**src/design/uop_pkg.sv**
```systemverilog
// micro-op word union, field widths, op classes, CSR addresses, requester ids, step map
`default_nettype none

package uop_pkg;

    localparam int UOP_W  = 41;
    localparam int PC_W   = 4;
    localparam int REG_W  = 5;
    localparam int OP_W   = 16;
    localparam int IMM_W  = 12;
    localparam int KIND_W = 2;
    localparam int CNT_W  = 4;
    localparam int CMD_W  = 8;

    // one-hot op classes
    localparam logic [OP_W-1:0] OP_STORE = 16'h8000;
    localparam logic [OP_W-1:0] OP_LOAD  = 16'h4000;
    localparam logic [OP_W-1:0] OP_ADDI  = 16'h2000;
    localparam logic [OP_W-1:0] OP_RET   = 16'h0800;
    localparam logic [OP_W-1:0] OP_CSRW  = 16'h0200;
    localparam logic [OP_W-1:0] OP_CSRR  = 16'h0100;

    localparam logic [IMM_W-1:0] CSR_MCCTLBEGINADDR = 12'h7cb;
    localparam logic [IMM_W-1:0] CSR_UCCTLBEGINADDR = 12'h80b;
    localparam logic [IMM_W-1:0] CSR_MCCTLCOMMAND   = 12'h7cc;
    localparam logic [IMM_W-1:0] CSR_UCCTLCOMMAND   = 12'h80c;
    localparam logic [IMM_W-1:0] CSR_MCCTLDATA      = 12'h7cd;
    localparam logic [IMM_W-1:0] CSR_UCCTLDATA      = 12'h80d;

    localparam logic REQ_PP   = 1'b0;
    localparam logic REQ_CCTL = 1'b1;

    localparam logic [KIND_W-1:0] PP_PUSH   = 2'd0;
    localparam logic [KIND_W-1:0] PP_POP    = 2'd1;
    localparam logic [KIND_W-1:0] PP_POPRET = 2'd2;

    localparam logic [PC_W-1:0] PP_STEP_ADJ = 4'd14;
    localparam logic [PC_W-1:0] PP_STEP_RET = 4'd15;

    localparam logic [REG_W-1:0] SP_REG = 5'd2;
    localparam logic [REG_W-1:0] RA_REG = 5'd1;

    // arbiter states
    localparam logic [1:0] ARB_IDLE  = 2'd0;
    localparam logic [1:0] ARB_RUN   = 2'd1;
    localparam logic [1:0] ARB_DRAIN = 2'd2;

    typedef union packed {
        logic [UOP_W-1:0] raw;      // issue port view
        struct packed {
            logic              xcpt;
            logic              last;
            logic              serial;
            logic [REG_W-1:0]  rs;
            logic [REG_W-1:0]  rd;
            logic [OP_W-1:0]   op;
            logic [IMM_W-1:0]  imm;
        } f;
    } uop_word_u;

    // register list order: ra, s0, s1, then s2..s11
    function automatic logic [REG_W-1:0] reg_of_slot(input logic [CNT_W-1:0] k);
        logic [REG_W-1:0] r;
        case (k)
            4'd0:    r = 5'd1;
            4'd1:    r = 5'd8;
            4'd2:    r = 5'd9;
            default: r = REG_W'(k) + 5'd15;
        endcase
        return r;
    endfunction

endpackage

`default_nettype wire

```
**src/design/cctl_seq.sv**
```systemverilog
// cache-control sequencer: command latch and two or three step walk
`default_nettype none
`timescale 1ns/1ps

module cctl_seq (
    input  logic                          core_clk,
    input  logic                          core_reset_n,
    input  logic                          cctl_req,
    input  logic [uop_pkg::CMD_W-1:0]     cctl_cmd,
    input  logic [uop_pkg::REG_W-1:0]     cctl_rs,
    input  logic [uop_pkg::REG_W-1:0]     cctl_rd,
    input  logic                          adv,
    output logic                          want,
    output logic [uop_pkg::PC_W-1:0]      step_pc,
    output logic                          step_last,
    output logic                          busy,
    output logic [uop_pkg::CMD_W-1:0]     cmd_q,
    output logic [uop_pkg::REG_W-1:0]     rs_q,
    output logic [uop_pkg::REG_W-1:0]     rd_q
);

    logic busy_q;
    logic accept;

    assign accept = cctl_req && !busy_q;

    // cmd[7] adds the data read-back step
    assign step_last = (step_pc == 4'd2) || ((step_pc == 4'd1) && !cmd_q[7]);

    always_ff @(posedge core_clk or negedge core_reset_n) begin
        if (!core_reset_n) begin
            busy_q  <= 1'b0;
            step_pc <= '0;
        end else if (accept) begin
            busy_q  <= 1'b1;
            step_pc <= '0;
        end else if (adv) begin
            if (step_last) begin
                busy_q <= 1'b0;
            end else begin
                step_pc <= step_pc + 4'd1;
            end
        end
    end

    always_ff @(posedge core_clk) begin
        if (accept) begin
            cmd_q <= cctl_cmd;
            rs_q  <= cctl_rs;
            rd_q  <= cctl_rd;
        end
    end

    assign want = busy_q;
    assign busy = busy_q;

endmodule

`default_nettype wire

```
**src/design/pp_seq.sv**
```systemverilog
// push/pop sequencer: request latch and program-buffer step walk
`default_nettype none
`timescale 1ns/1ps

module pp_seq (
    input  logic                             core_clk,
    input  logic                             core_reset_n,
    input  logic                             pp_req,
    input  logic [uop_pkg::KIND_W-1:0]       pp_kind,
    input  logic [uop_pkg::CNT_W-1:0]        pp_rcount,
    input  logic [uop_pkg::IMM_W-1:0]        pp_stackadj,
    input  logic                             adv,
    output logic                             want,
    output logic [uop_pkg::PC_W-1:0]         step_pc,
    output logic                             step_last,
    output logic                             busy,
    output logic [uop_pkg::KIND_W-1:0]       kind_q,
    output logic [uop_pkg::CNT_W-1:0]        rcount_q,
    output logic [uop_pkg::IMM_W-1:0]        stackadj_q
);

    logic                        busy_q;
    logic                        accept;
    logic [uop_pkg::PC_W-1:0]    next_pc;

    assign accept = pp_req && !busy_q;     // strobes while busy are dropped

    // slots 0..rcount-1, then adjust, then return for popret
    always_comb begin
        if (step_pc == uop_pkg::PP_STEP_ADJ) begin
            next_pc = uop_pkg::PP_STEP_RET;
        end else if (step_pc == rcount_q - 4'd1) begin
            next_pc = uop_pkg::PP_STEP_ADJ;
        end else begin
            next_pc = step_pc + 4'd1;
        end
    end

    assign step_last = (step_pc == uop_pkg::PP_STEP_RET) ||
                       ((step_pc == uop_pkg::PP_STEP_ADJ) && (kind_q != uop_pkg::PP_POPRET));

    always_ff @(posedge core_clk or negedge core_reset_n) begin
        if (!core_reset_n) begin
            busy_q  <= 1'b0;
            step_pc <= '0;
        end else if (accept) begin
            busy_q  <= 1'b1;
            step_pc <= '0;
        end else if (adv) begin
            if (step_last) begin
                busy_q <= 1'b0;             // last word now in issue register
            end else begin
                step_pc <= next_pc;
            end
        end
    end

    always_ff @(posedge core_clk) begin
        if (accept) begin
            kind_q     <= pp_kind;
            rcount_q   <= pp_rcount;
            stackadj_q <= pp_stackadj;
        end
    end

    assign want = busy_q;
    assign busy = busy_q;

    // the arbiter only consumes steps from a live sequence
    adv_needs_want: assert property (
        @(posedge core_clk) disable iff (!core_reset_n) adv |-> want
    );

endmodule

`default_nettype wire

```
**src/design/uop_arbiter.sv**
```systemverilog
// round-robin program-buffer arbiter with whole-sequence lock
`default_nettype none
`timescale 1ns/1ps

module uop_arbiter (
    input  logic                          core_clk,
    input  logic                          core_reset_n,
    input  logic                          uop_stall,
    input  logic                          pp_want,
    input  logic [uop_pkg::PC_W-1:0]      pp_pc,
    input  logic                          pp_last,
    input  logic                          cctl_want,
    input  logic [uop_pkg::PC_W-1:0]      cctl_pc,
    input  logic                          cctl_last,
    input  logic                          buf_free,
    output logic                          pp_adv,
    output logic                          cctl_adv,
    output logic                          buf_load,
    output logic [uop_pkg::PC_W-1:0]      buf_pc,
    output logic                          buf_owner,
    output logic                          buf_last
);

    logic [1:0] state_q;
    logic       owner_q;
    logic       pref_q;         // requester that wins a tie
    logic       pick;
    logic       cur;
    logic       cur_want;
    logic       adv_any;

    assign pick = (pp_want && cctl_want) ? pref_q :
                  (cctl_want ? uop_pkg::REQ_CCTL : uop_pkg::REQ_PP);
    assign cur  = (state_q == uop_pkg::ARB_IDLE) ? pick : owner_q;

    assign cur_want  = (cur == uop_pkg::REQ_CCTL) ? cctl_want : pp_want;
    assign buf_pc    = (cur == uop_pkg::REQ_CCTL) ? cctl_pc : pp_pc;
    assign buf_last  = (cur == uop_pkg::REQ_CCTL) ? cctl_last : pp_last;
    assign buf_owner = cur;

    assign buf_load = !uop_stall && cur_want &&
                      ((state_q == uop_pkg::ARB_RUN) ||
                       ((state_q == uop_pkg::ARB_IDLE) && buf_free));

    // final step is released once its word leaves the program buffer
    assign adv_any  = (buf_load && !buf_last) || ((state_q == uop_pkg::ARB_DRAIN) && buf_free);
    assign pp_adv   = adv_any && (cur == uop_pkg::REQ_PP);
    assign cctl_adv = adv_any && (cur == uop_pkg::REQ_CCTL);

    always_ff @(posedge core_clk or negedge core_reset_n) begin
        if (!core_reset_n) begin
            state_q <= uop_pkg::ARB_IDLE;
            owner_q <= uop_pkg::REQ_PP;
            pref_q  <= uop_pkg::REQ_PP;
        end else begin
            case (state_q)
                uop_pkg::ARB_IDLE: if (buf_load) begin
                    owner_q <= cur;
                    pref_q  <= (cur == uop_pkg::REQ_PP) ? uop_pkg::REQ_CCTL : uop_pkg::REQ_PP;
                    state_q <= buf_last ? uop_pkg::ARB_DRAIN : uop_pkg::ARB_RUN;
                end
                uop_pkg::ARB_RUN: if (buf_load && buf_last) begin
                    state_q <= uop_pkg::ARB_DRAIN;
                end
                default: if (buf_free) begin
                    state_q <= uop_pkg::ARB_IDLE;
                end
            endcase
        end
    end

    // the locked owner keeps its request up until its last step drains
    lock_holds_want: assert property (
        @(posedge core_clk) disable iff (!core_reset_n)
        (state_q != uop_pkg::ARB_IDLE) |-> cur_want
    );

endmodule

`default_nettype wire

```
**src/design/uop_expander.sv**
```systemverilog
// micro-op expander top: push/pop and cache-control sequencers, arbiter, program buffer
`default_nettype none
`timescale 1ns/1ps

module uop_expander (
    input  logic                          core_clk,
    input  logic                          core_reset_n,
    input  logic                          uop_stall,
    input  logic                          pp_req,
    input  logic [uop_pkg::KIND_W-1:0]    pp_kind,
    input  logic [uop_pkg::CNT_W-1:0]     pp_rcount,
    input  logic [uop_pkg::IMM_W-1:0]     pp_stackadj,
    input  logic                          cctl_req,
    input  logic [uop_pkg::CMD_W-1:0]     cctl_cmd,
    input  logic [uop_pkg::REG_W-1:0]     cctl_rs,
    input  logic [uop_pkg::REG_W-1:0]     cctl_rd,
    input  logic                          priv_m,
    output logic                          pp_busy,
    output logic                          cctl_busy,
    output logic                          uop_valid,
    output uop_pkg::uop_word_u            uop_word
);

    logic                        pp_want;
    logic [uop_pkg::PC_W-1:0]    pp_pc;
    logic                        pp_last;
    logic                        pp_adv;
    logic [uop_pkg::KIND_W-1:0]  kind_q;
    logic [uop_pkg::CNT_W-1:0]   rcount_q;
    logic [uop_pkg::IMM_W-1:0]   stackadj_q;
    logic                        cctl_want;
    logic [uop_pkg::PC_W-1:0]    cctl_pc;
    logic                        cctl_last;
    logic                        cctl_adv;
    logic [uop_pkg::CMD_W-1:0]   cmd_q;
    logic [uop_pkg::REG_W-1:0]   rs_q;
    logic [uop_pkg::REG_W-1:0]   rd_q;
    logic                        buf_load;
    logic [uop_pkg::PC_W-1:0]    buf_pc;
    logic                        buf_owner;
    logic                        buf_last;
    logic                        buf_free;

    pp_seq u_pp_seq (
        .core_clk(core_clk), .core_reset_n(core_reset_n),
        .pp_req(pp_req), .pp_kind(pp_kind), .pp_rcount(pp_rcount), .pp_stackadj(pp_stackadj),
        .adv(pp_adv), .want(pp_want), .step_pc(pp_pc), .step_last(pp_last), .busy(pp_busy),
        .kind_q(kind_q), .rcount_q(rcount_q), .stackadj_q(stackadj_q)
    );

    cctl_seq u_cctl_seq (
        .core_clk(core_clk), .core_reset_n(core_reset_n),
        .cctl_req(cctl_req), .cctl_cmd(cctl_cmd), .cctl_rs(cctl_rs), .cctl_rd(cctl_rd),
        .adv(cctl_adv), .want(cctl_want), .step_pc(cctl_pc), .step_last(cctl_last),
        .busy(cctl_busy), .cmd_q(cmd_q), .rs_q(rs_q), .rd_q(rd_q)
    );

    uop_arbiter u_arbiter (
        .core_clk(core_clk), .core_reset_n(core_reset_n), .uop_stall(uop_stall),
        .pp_want(pp_want), .pp_pc(pp_pc), .pp_last(pp_last),
        .cctl_want(cctl_want), .cctl_pc(cctl_pc), .cctl_last(cctl_last),
        .buf_free(buf_free), .pp_adv(pp_adv), .cctl_adv(cctl_adv), .buf_load(buf_load),
        .buf_pc(buf_pc), .buf_owner(buf_owner), .buf_last(buf_last)
    );

    uop_prgbuf u_prgbuf (
        .core_clk(core_clk), .core_reset_n(core_reset_n), .uop_stall(uop_stall),
        .buf_load(buf_load), .buf_pc(buf_pc), .buf_owner(buf_owner), .buf_last(buf_last),
        .priv_m(priv_m), .pp_kind(kind_q), .pp_rcount(rcount_q), .pp_stackadj(stackadj_q),
        .cctl_cmd(cmd_q), .cctl_rs(rs_q), .cctl_rd(rd_q),
        .buf_free(buf_free), .uop_valid(uop_valid), .uop_word(uop_word)
    );

endmodule

`default_nettype wire

```
**src/design/uop_prgbuf.sv**
```systemverilog
// program buffer: micro-op PC and owner, push/pop and cache-control decode, issue register
`default_nettype none
`timescale 1ns/1ps

module uop_prgbuf (
    input  logic                          core_clk,
    input  logic                          core_reset_n,
    input  logic                          uop_stall,
    input  logic                          buf_load,
    input  logic [uop_pkg::PC_W-1:0]      buf_pc,
    input  logic                          buf_owner,
    input  logic                          buf_last,
    input  logic                          priv_m,
    input  logic [uop_pkg::KIND_W-1:0]    pp_kind,
    input  logic [uop_pkg::CNT_W-1:0]     pp_rcount,
    input  logic [uop_pkg::IMM_W-1:0]     pp_stackadj,
    input  logic [uop_pkg::CMD_W-1:0]     cctl_cmd,
    input  logic [uop_pkg::REG_W-1:0]     cctl_rs,
    input  logic [uop_pkg::REG_W-1:0]     cctl_rd,
    output logic                          buf_free,
    output logic                          uop_valid,
    output uop_pkg::uop_word_u            uop_word
);

    logic [uop_pkg::PC_W-1:0] pc_q;
    logic                     owner_q;
    logic                     last_q;
    logic                     priv_q;
    logic                     pc_busy;     // a step sits in the PC
    uop_pkg::uop_word_u       pp_word;
    uop_pkg::uop_word_u       cctl_word;
    uop_pkg::uop_word_u       dec_word;

    always_ff @(posedge core_clk or negedge core_reset_n) begin
        if (!core_reset_n) begin
            pc_q    <= '0;
            owner_q <= uop_pkg::REQ_PP;
            last_q  <= 1'b0;
            priv_q  <= 1'b0;
            pc_busy <= 1'b0;
        end else if (buf_load) begin
            pc_q    <= buf_pc;
            owner_q <= buf_owner;
            last_q  <= buf_last;
            priv_q  <= priv_m;
            pc_busy <= 1'b1;
        end else if (!uop_stall) begin
            pc_busy <= 1'b0;
        end
    end

    assign buf_free = !pc_busy || (last_q && !uop_stall);

    always_comb begin : pp_body
        logic [uop_pkg::IMM_W-1:0] slot_off;
        slot_off = {{(uop_pkg::IMM_W - uop_pkg::PC_W - 2){1'b0}}, pc_q, 2'b00} + 12'd4;
        pp_word  = '0;
        if (pc_q == uop_pkg::PP_STEP_ADJ) begin
            pp_word.f.op  = uop_pkg::OP_ADDI;
            pp_word.f.rs  = uop_pkg::SP_REG;
            pp_word.f.rd  = uop_pkg::SP_REG;
            pp_word.f.imm = (pp_kind == uop_pkg::PP_PUSH) ? 12'd0 - pp_stackadj : pp_stackadj;
        end else if (pc_q == uop_pkg::PP_STEP_RET) begin
            pp_word.f.op = uop_pkg::OP_RET;
            pp_word.f.rs = uop_pkg::RA_REG;
        end else if (pc_q < pp_rcount) begin
            pp_word.f.rs = uop_pkg::SP_REG;
            pp_word.f.rd = uop_pkg::reg_of_slot(pc_q);
            if (pp_kind == uop_pkg::PP_PUSH) begin
                pp_word.f.op  = uop_pkg::OP_STORE;
                pp_word.f.imm = 12'd0 - slot_off;          // below the old sp
            end else begin
                pp_word.f.op  = uop_pkg::OP_LOAD;
                pp_word.f.imm = pp_stackadj - slot_off;    // sp still at the low end
            end
        end
    end

    // machine CSRs in M mode, user CSRs otherwise
    always_comb begin : cctl_body
        cctl_word = '0;
        case (pc_q)
            'd0: begin
                cctl_word.f.op  = uop_pkg::OP_CSRW;
                cctl_word.f.rs  = cctl_rs;
                cctl_word.f.imm = priv_q ? uop_pkg::CSR_MCCTLBEGINADDR
                                         : uop_pkg::CSR_UCCTLBEGINADDR;
            end
            'd1: begin
                cctl_word.f.op     = uop_pkg::OP_CSRW;
                cctl_word.f.serial = 1'b1;
                cctl_word.f.xcpt   = !priv_q && cctl_cmd[6];   // M-only command
                cctl_word.f.imm    = priv_q ? uop_pkg::CSR_MCCTLCOMMAND
                                            : uop_pkg::CSR_UCCTLCOMMAND;
            end
            'd2: begin
                cctl_word.f.op  = uop_pkg::OP_CSRR;
                cctl_word.f.rd  = cctl_rd;
                cctl_word.f.imm = priv_q ? uop_pkg::CSR_MCCTLDATA : uop_pkg::CSR_UCCTLDATA;
            end
            default: cctl_word = '0;
        endcase
    end

    always_comb begin : word_sel
        dec_word = (owner_q == uop_pkg::REQ_CCTL) ? cctl_word : pp_word;
        dec_word.f.last = last_q;
    end

    // issue stage
    always_ff @(posedge core_clk or negedge core_reset_n) begin
        if (!core_reset_n) begin
            uop_valid <= 1'b0;
        end else if (!uop_stall) begin
            uop_valid <= pc_busy;
        end
    end

    always_ff @(posedge core_clk) begin
        if (!uop_stall) begin
            uop_word <= dec_word;
        end
    end

    hold_under_stall: assert property (
        @(posedge core_clk) disable iff (!core_reset_n)
        (uop_valid && uop_stall) |=> (uop_valid && $stable(uop_word.raw))
    );

    no_load_in_stall: assert property (
        @(posedge core_clk) disable iff (!core_reset_n) buf_load |-> !uop_stall
    );

endmodule

`default_nettype wire

```
**config.mk**
```make
export PLATFORM = sky130hd
export DESIGN_NAME = uop_expander
export DESIGN_NICKNAME = d
export VERILOG_FILES = /design/src/design/uop_pkg.sv /design/src/design/cctl_seq.sv /design/src/design/pp_seq.sv /design/src/design/uop_arbiter.sv /design/src/design/uop_expander.sv /design/src/design/uop_prgbuf.sv
export SDC_FILE = /design/constraint.sdc
export NUM_CORES = 1
export LEC_CHECK = 0
export BUFFER_PORTS_ARGS = -buffer_cell sky130_fd_sc_hd__buf_4
export CAP_MARGIN = 20
export CELL_PAD_IN_SITES_DETAIL_PLACEMENT = 1
export CELL_PAD_IN_SITES_GLOBAL_PLACEMENT = 1
export CORE_UTILIZATION = 30
export DETAILED_ROUTE_END_ITERATION = 8
export PLACE_DENSITY_LB_ADDON = 0.05
export SLEW_MARGIN = 20
export SYNTH_ARGS = -nofsm -noshare
export SYNTH_HDL_FRONTEND = slang
export SYNTH_SLANG_ARGS = --single-unit
```
**constraint.sdc**
```tcl
create_clock -name core_clk -period 3.3 [get_ports core_clk]
set_clock_uncertainty 0.15 [all_clocks]
set_input_delay 0.99 -clock core_clk [delete_from_list [all_inputs] [get_ports core_clk]]
set_output_delay 0.99 -clock core_clk [all_outputs]
set_load 0.005 [all_outputs]
```
* Word-level counts from Yosys, hierarchy flattened *
Index checks and enable logic that the tools add are counted.

operators by class
  $add $sub $neg = 8
  $lt $le $gt $ge = 1
  eq/ne operators = 17
  multiplexer cells = 45
  bitwise logic cells = 1
  reductions and logical operators = 42

operator list
  operator                 number
  $mux W38                 2
  $pmux W22 S3             1
  $mux W12                 5
  $mux W4                  9
  $mux W35                 1
  $mux W28                 1
  $sub A1 B12 Y12 const A  2
  $eq A4 B4 Y1 const B     4
  $mux W16                 1
  $logic_and A1 B1 Y1      15
  $mux W1                  15
  $mux W5                  3
  $pmux W5 S3              1
  $reduce_and A2 Y1        6
  $sub A12 B12 Y12         1
  $mux W2                  5
  $add A4 B1 Y4 const B    2
  $eq A4 B1 Y1 const B     2
  $eq A4 B2 Y1 const B     2
  $ne A2 B2 Y1 const B     4
  $reduce_bool A2 Y1       4
  $add A6 B3 Y7 const B    1
  $logic_not A1 Y1         7
  $add A4 B4 Y5 const B    1
  13 further kinds         19

word-level totals
  flip-flop bits (word level) = 100
  input port bits = 42
  output and inout bits = 44
  logic and storage cells = 136

* Depth between registers and ports, before layout *
  depth after elaboration = 11
  gate-level depth with buffers = 10
  depth with buffers taken out = 9

* Cells and area by module *
From an unflattened synthesis, not the netlist that was laid out.

unflattened totals
  cells, all modules = 418
  area, all modules = 4,855.9 um^2

modules (own cells, without submodules)
  module       instances  cells an instance  area an instance (um^2)  seq. area each (um^2)
  uop_prgbuf   1          267                2,647.5                  1,156.1
  pp_seq       1          64                 977.2                    665.6
  cctl_seq     1          52                 868.3                    665.6
  uop_arbiter  1          35                 362.8                    100.1

* Least setup slack after synthesis *
OpenSTA, ideal clock, no wires.

  path kind = register to register
  start point = register u_prgbuf.pc_q[0] in the netlist's numbering
  end point = register u_prgbuf.uop_word[8] in the netlist's numbering (data pin)
  setup time = 0.259 ns
  data arrival time = 2.159 ns
  data required time = 2.891 ns
  setup slack = 0.732 ns
  stages on the path, launching flop included = 11
  buffers on the path = 1
  period minus slack after synthesis = 2.568 ns
  cell sequence = dfrtp_1 buf_6 inv_1 ha_1 xnor2_1 ha_1 o22ai_1 a311o_1 nand2_2 xnor2_1 a211o_1

RTL lines
  what                    line               RTL
  from (decl)             uop_prgbuf.sv:25   logic [uop_pkg::PC_W-1:0] pc_q;
  from (signal assigned)  uop_prgbuf.sv:42   pc_q <= buf_pc;
  to (signal assigned)    uop_prgbuf.sv:121  uop_word <= dec_word;
  to (decl)               uop_prgbuf.sv:22   output uop_pkg::uop_word_u uop_word

==> results.cfg <==
[status]
outcome = finished, final reports clean

[clocking]
cts_tree = done
clock-sinks = 84
root_buffer = clkbuf_16
clkTransAtPathRegs_ns = 0.07
cts_max_level = 3
cts_buffers = 9
cts.path.max_buffers = 2
cts-hold-fix-buffers = 0
post_cts.repair.setup_buffers = 0
clk_latency_ns = 0.35
cts_resized = 0

[drt]
dr.first_iter.drc_count = 110
drc = 0
totalWireLength_um = 11500
vias = 3358
firstDrtPassIters = 4
ant_nets = 0
wl_per_cell_um = 16.7
vias_per_cell = 4.87

[global_routing]
grt_usage_pct = 15.6
grt_max_degree = 32
antenna_found_initial = 0
grt_pass1_vias = 3546
overflow = 0
grt_pass1_wl_um = 18900

[critical_path]
rr_endpoint = u_prgbuf.uop_word[8]
r2r_setup_slack_ns = 0.48
critPathLaunchType = flop
worstPathMaxFanout = 9
crit_path_end_kind = flop
cp.arrival_ns = 2.76
r2r-start = u_prgbuf.pc_q[1]
worstPathRequired_ns = 3.24
crit_type = reg -> reg
reg2reg_depth = 9

[finish]
nNetsFinal = 557
diodes = 0
multiInputGateArea_mm2 = 0.00200
final_cells = 690
seq_area_mm2 = 0.00241
area_growth_pct = 20.5
drive_gt1_share_pct = 20.9
fillers = 1685

[synthesis]
synth.most_common_cell = edfxtp_1
synth_edf_count = 61
synthCells = 429
synth_cell_types = 65
yosys_warnings = 0
ys_dominant_reg_cell = edfxtp_1
synthTopCellsByCount = 61 x edfxtp_1, 35 x nand2_1, 33 x nor2_1
yosysTopAreaCell = edfxtp_1
synthArstFlopShare_pct = 27.4
synthesis.area_mm2 = 0.00463
ys_seq_elements = 84
postSynthAreaPerCell_um2 = 10.8
netlist.area_leader.share_pct = 39.6
synth_area_leaders = edfxtp_1 40%, dfrtp_1 12%, ha_1 4.9%
ys_seq_area_share_pct = 52.0

[hold_path]
hold_end = u_arbiter.pref_q
min_path_type = reg -> reg
holdCritStartpoint = u_arbiter.pref_q
min_path_cells = 1

[power_and_ir_drop]
p_leak_uw = 0.00232
irDropWorstVdd_mv = 0.355
power_density_mw_per_mm2 = 871

[timing]
post-route-min-period_ns = 2.82
worst_hold_slack_ns = 0.340
final.setup.tns_ns = 0
relSlewSlack_pct = 58.7
drv_slew = 0
tightest_slew_ns = 0.620
fmax_ghz = 0.355
min_period_over_period_pct = 85.3
finalHoldViolations = 0
setup_violations = 0
rsz0062_at_grt = false

[die]
initial_core_util_pct = 30.6
die_area_mm2 = 0.0159
placementRows = 45
fp.dieW_um = 126
coreArea_mm2 = 0.0151
io_pins = 86
die_height_um = 126

[placement]
port_buffers = 69
place_inst = 674
dp_hpwl_um = 8600
gp_congestion = 0.760

[job]
drv_cap = 0
==> layout by cell type (no fill, tap or decap), types with 11 or more instances in the layout <==
master	synthesis	final
xor2_1	12	12
nor2_1	33	33
edfxtp_1	61	61
o21ai_0	18	18
inv_1	23	23
nand2b_1	11	11
buf_4	10	77
a21oi_1	21	21
ha_1	18	18
dfrtp_1	23	23
nand2_1	35	35
xnor2_1	18	18
==> worst max-delay path by stage <==
stage	endpoint	startpoint	cells past startpoint
floorplan	u_prgbuf.uop_word[8]	u_prgbuf.pc_q[0]	10
global placement	u_prgbuf.uop_word[8]	u_prgbuf.pc_q[1]	9
detailed placement	u_prgbuf.uop_word[8]	u_prgbuf.pc_q[1]	9
CTS	u_prgbuf.uop_word[8]	u_prgbuf.pc_q[1]	9
global route	u_prgbuf.uop_word[8]	u_prgbuf.pc_q[1]	9
finish	u_prgbuf.uop_word[8]	u_prgbuf.pc_q[1]	9
==> kinds of logic after synthesis <==
kind of cell,Yosys count,share of synthesized area (%)
and+or+nand+nor,136,14.9
AOI/OAI and AO/OA,100,15.0
DFF,84,52.0
buffers and inverters,52,5.57
xor gates and xnor gates,30,5.68
adders and majority gates,18,4.86
muxes,8,1.92
other,1,0.0810
==> report_power, final <==
part / internal, uW / switching, uW / leakage (uW) / total (uW)
Combinational: 942 / 1150 / 0.00134 / 2090
Clock: 512 / 432 / 0.000130 / 944
Sequential: 1500 / 326 / 0.000858 / 1830
Total: 2960 / 1900 / 0.00232 / 4860
==> through the flow <==
stage / util, % / instance area, um2 / power [uW] / setup WS (ns)
global route: 36.8 / 5580 / 5250 / 0.246
detailed placement: 35.0 / 5310 / 3970 / 0.482
global placement: 35.0 / 5310 / 3920 / 0.489
floorplan: - / 4660 / 3220 / 0.732
finish: 36.8 / 5580 / 4860 / 0.484
CTS: 36.8 / 5580 / 4940 / 0.457
==> critical path, stage by stage, from the launching register on <==
cell and delay, ns:
dfrtp_1 0.51, inv_1 0.11, ha_1 0.39, xnor2_1 0.17, ha_1 0.22, o22ai_1 0.23
a311o_1 0.29, nand2_2 0.07, xnor2_1 0.12, a211o_1 0.30
==> layout make-up <==
class / instances / share of cell area, %
clock buffer: 9 / 4.04
clock inverter: 7 / 0.897
inverter: 23 / 1.55
multi-input combinational: 302 / 35.8
sequential: 84 / 43.1
tap: 188 / 4.22
timing repair buffer: 77 / 10.4
==> metal layers <==
layer | track usage [%] | up-vias | part of all wire, %
met5 | 0 | - | 0
met4 | 7.23 | 0 | 2.2
met3 | 2.59 | 16 | 2.8
met2 | 25.7 | 56 | 47
met1 | 19.9 | 1626 | 48
li1 | - | 1660 | -
==> flip-flops by register name (all words and copies together), names as in the netlist, 2 cells and up <==
signal / count
u_arbiter.state_q: 2
u_cctl_seq.cmd_q: 2
u_cctl_seq.rd_q: 5
u_cctl_seq.rs_q: 5
u_cctl_seq.step_pc: 4
u_pp_seq.kind_q: 2
u_pp_seq.rcount_q: 4
u_pp_seq.stackadj_q: 12
u_pp_seq.step_pc: 4
u_prgbuf.pc_q: 4
u_prgbuf.uop_word: 31
No activity file was read; power rests on OpenSTA's default activity.
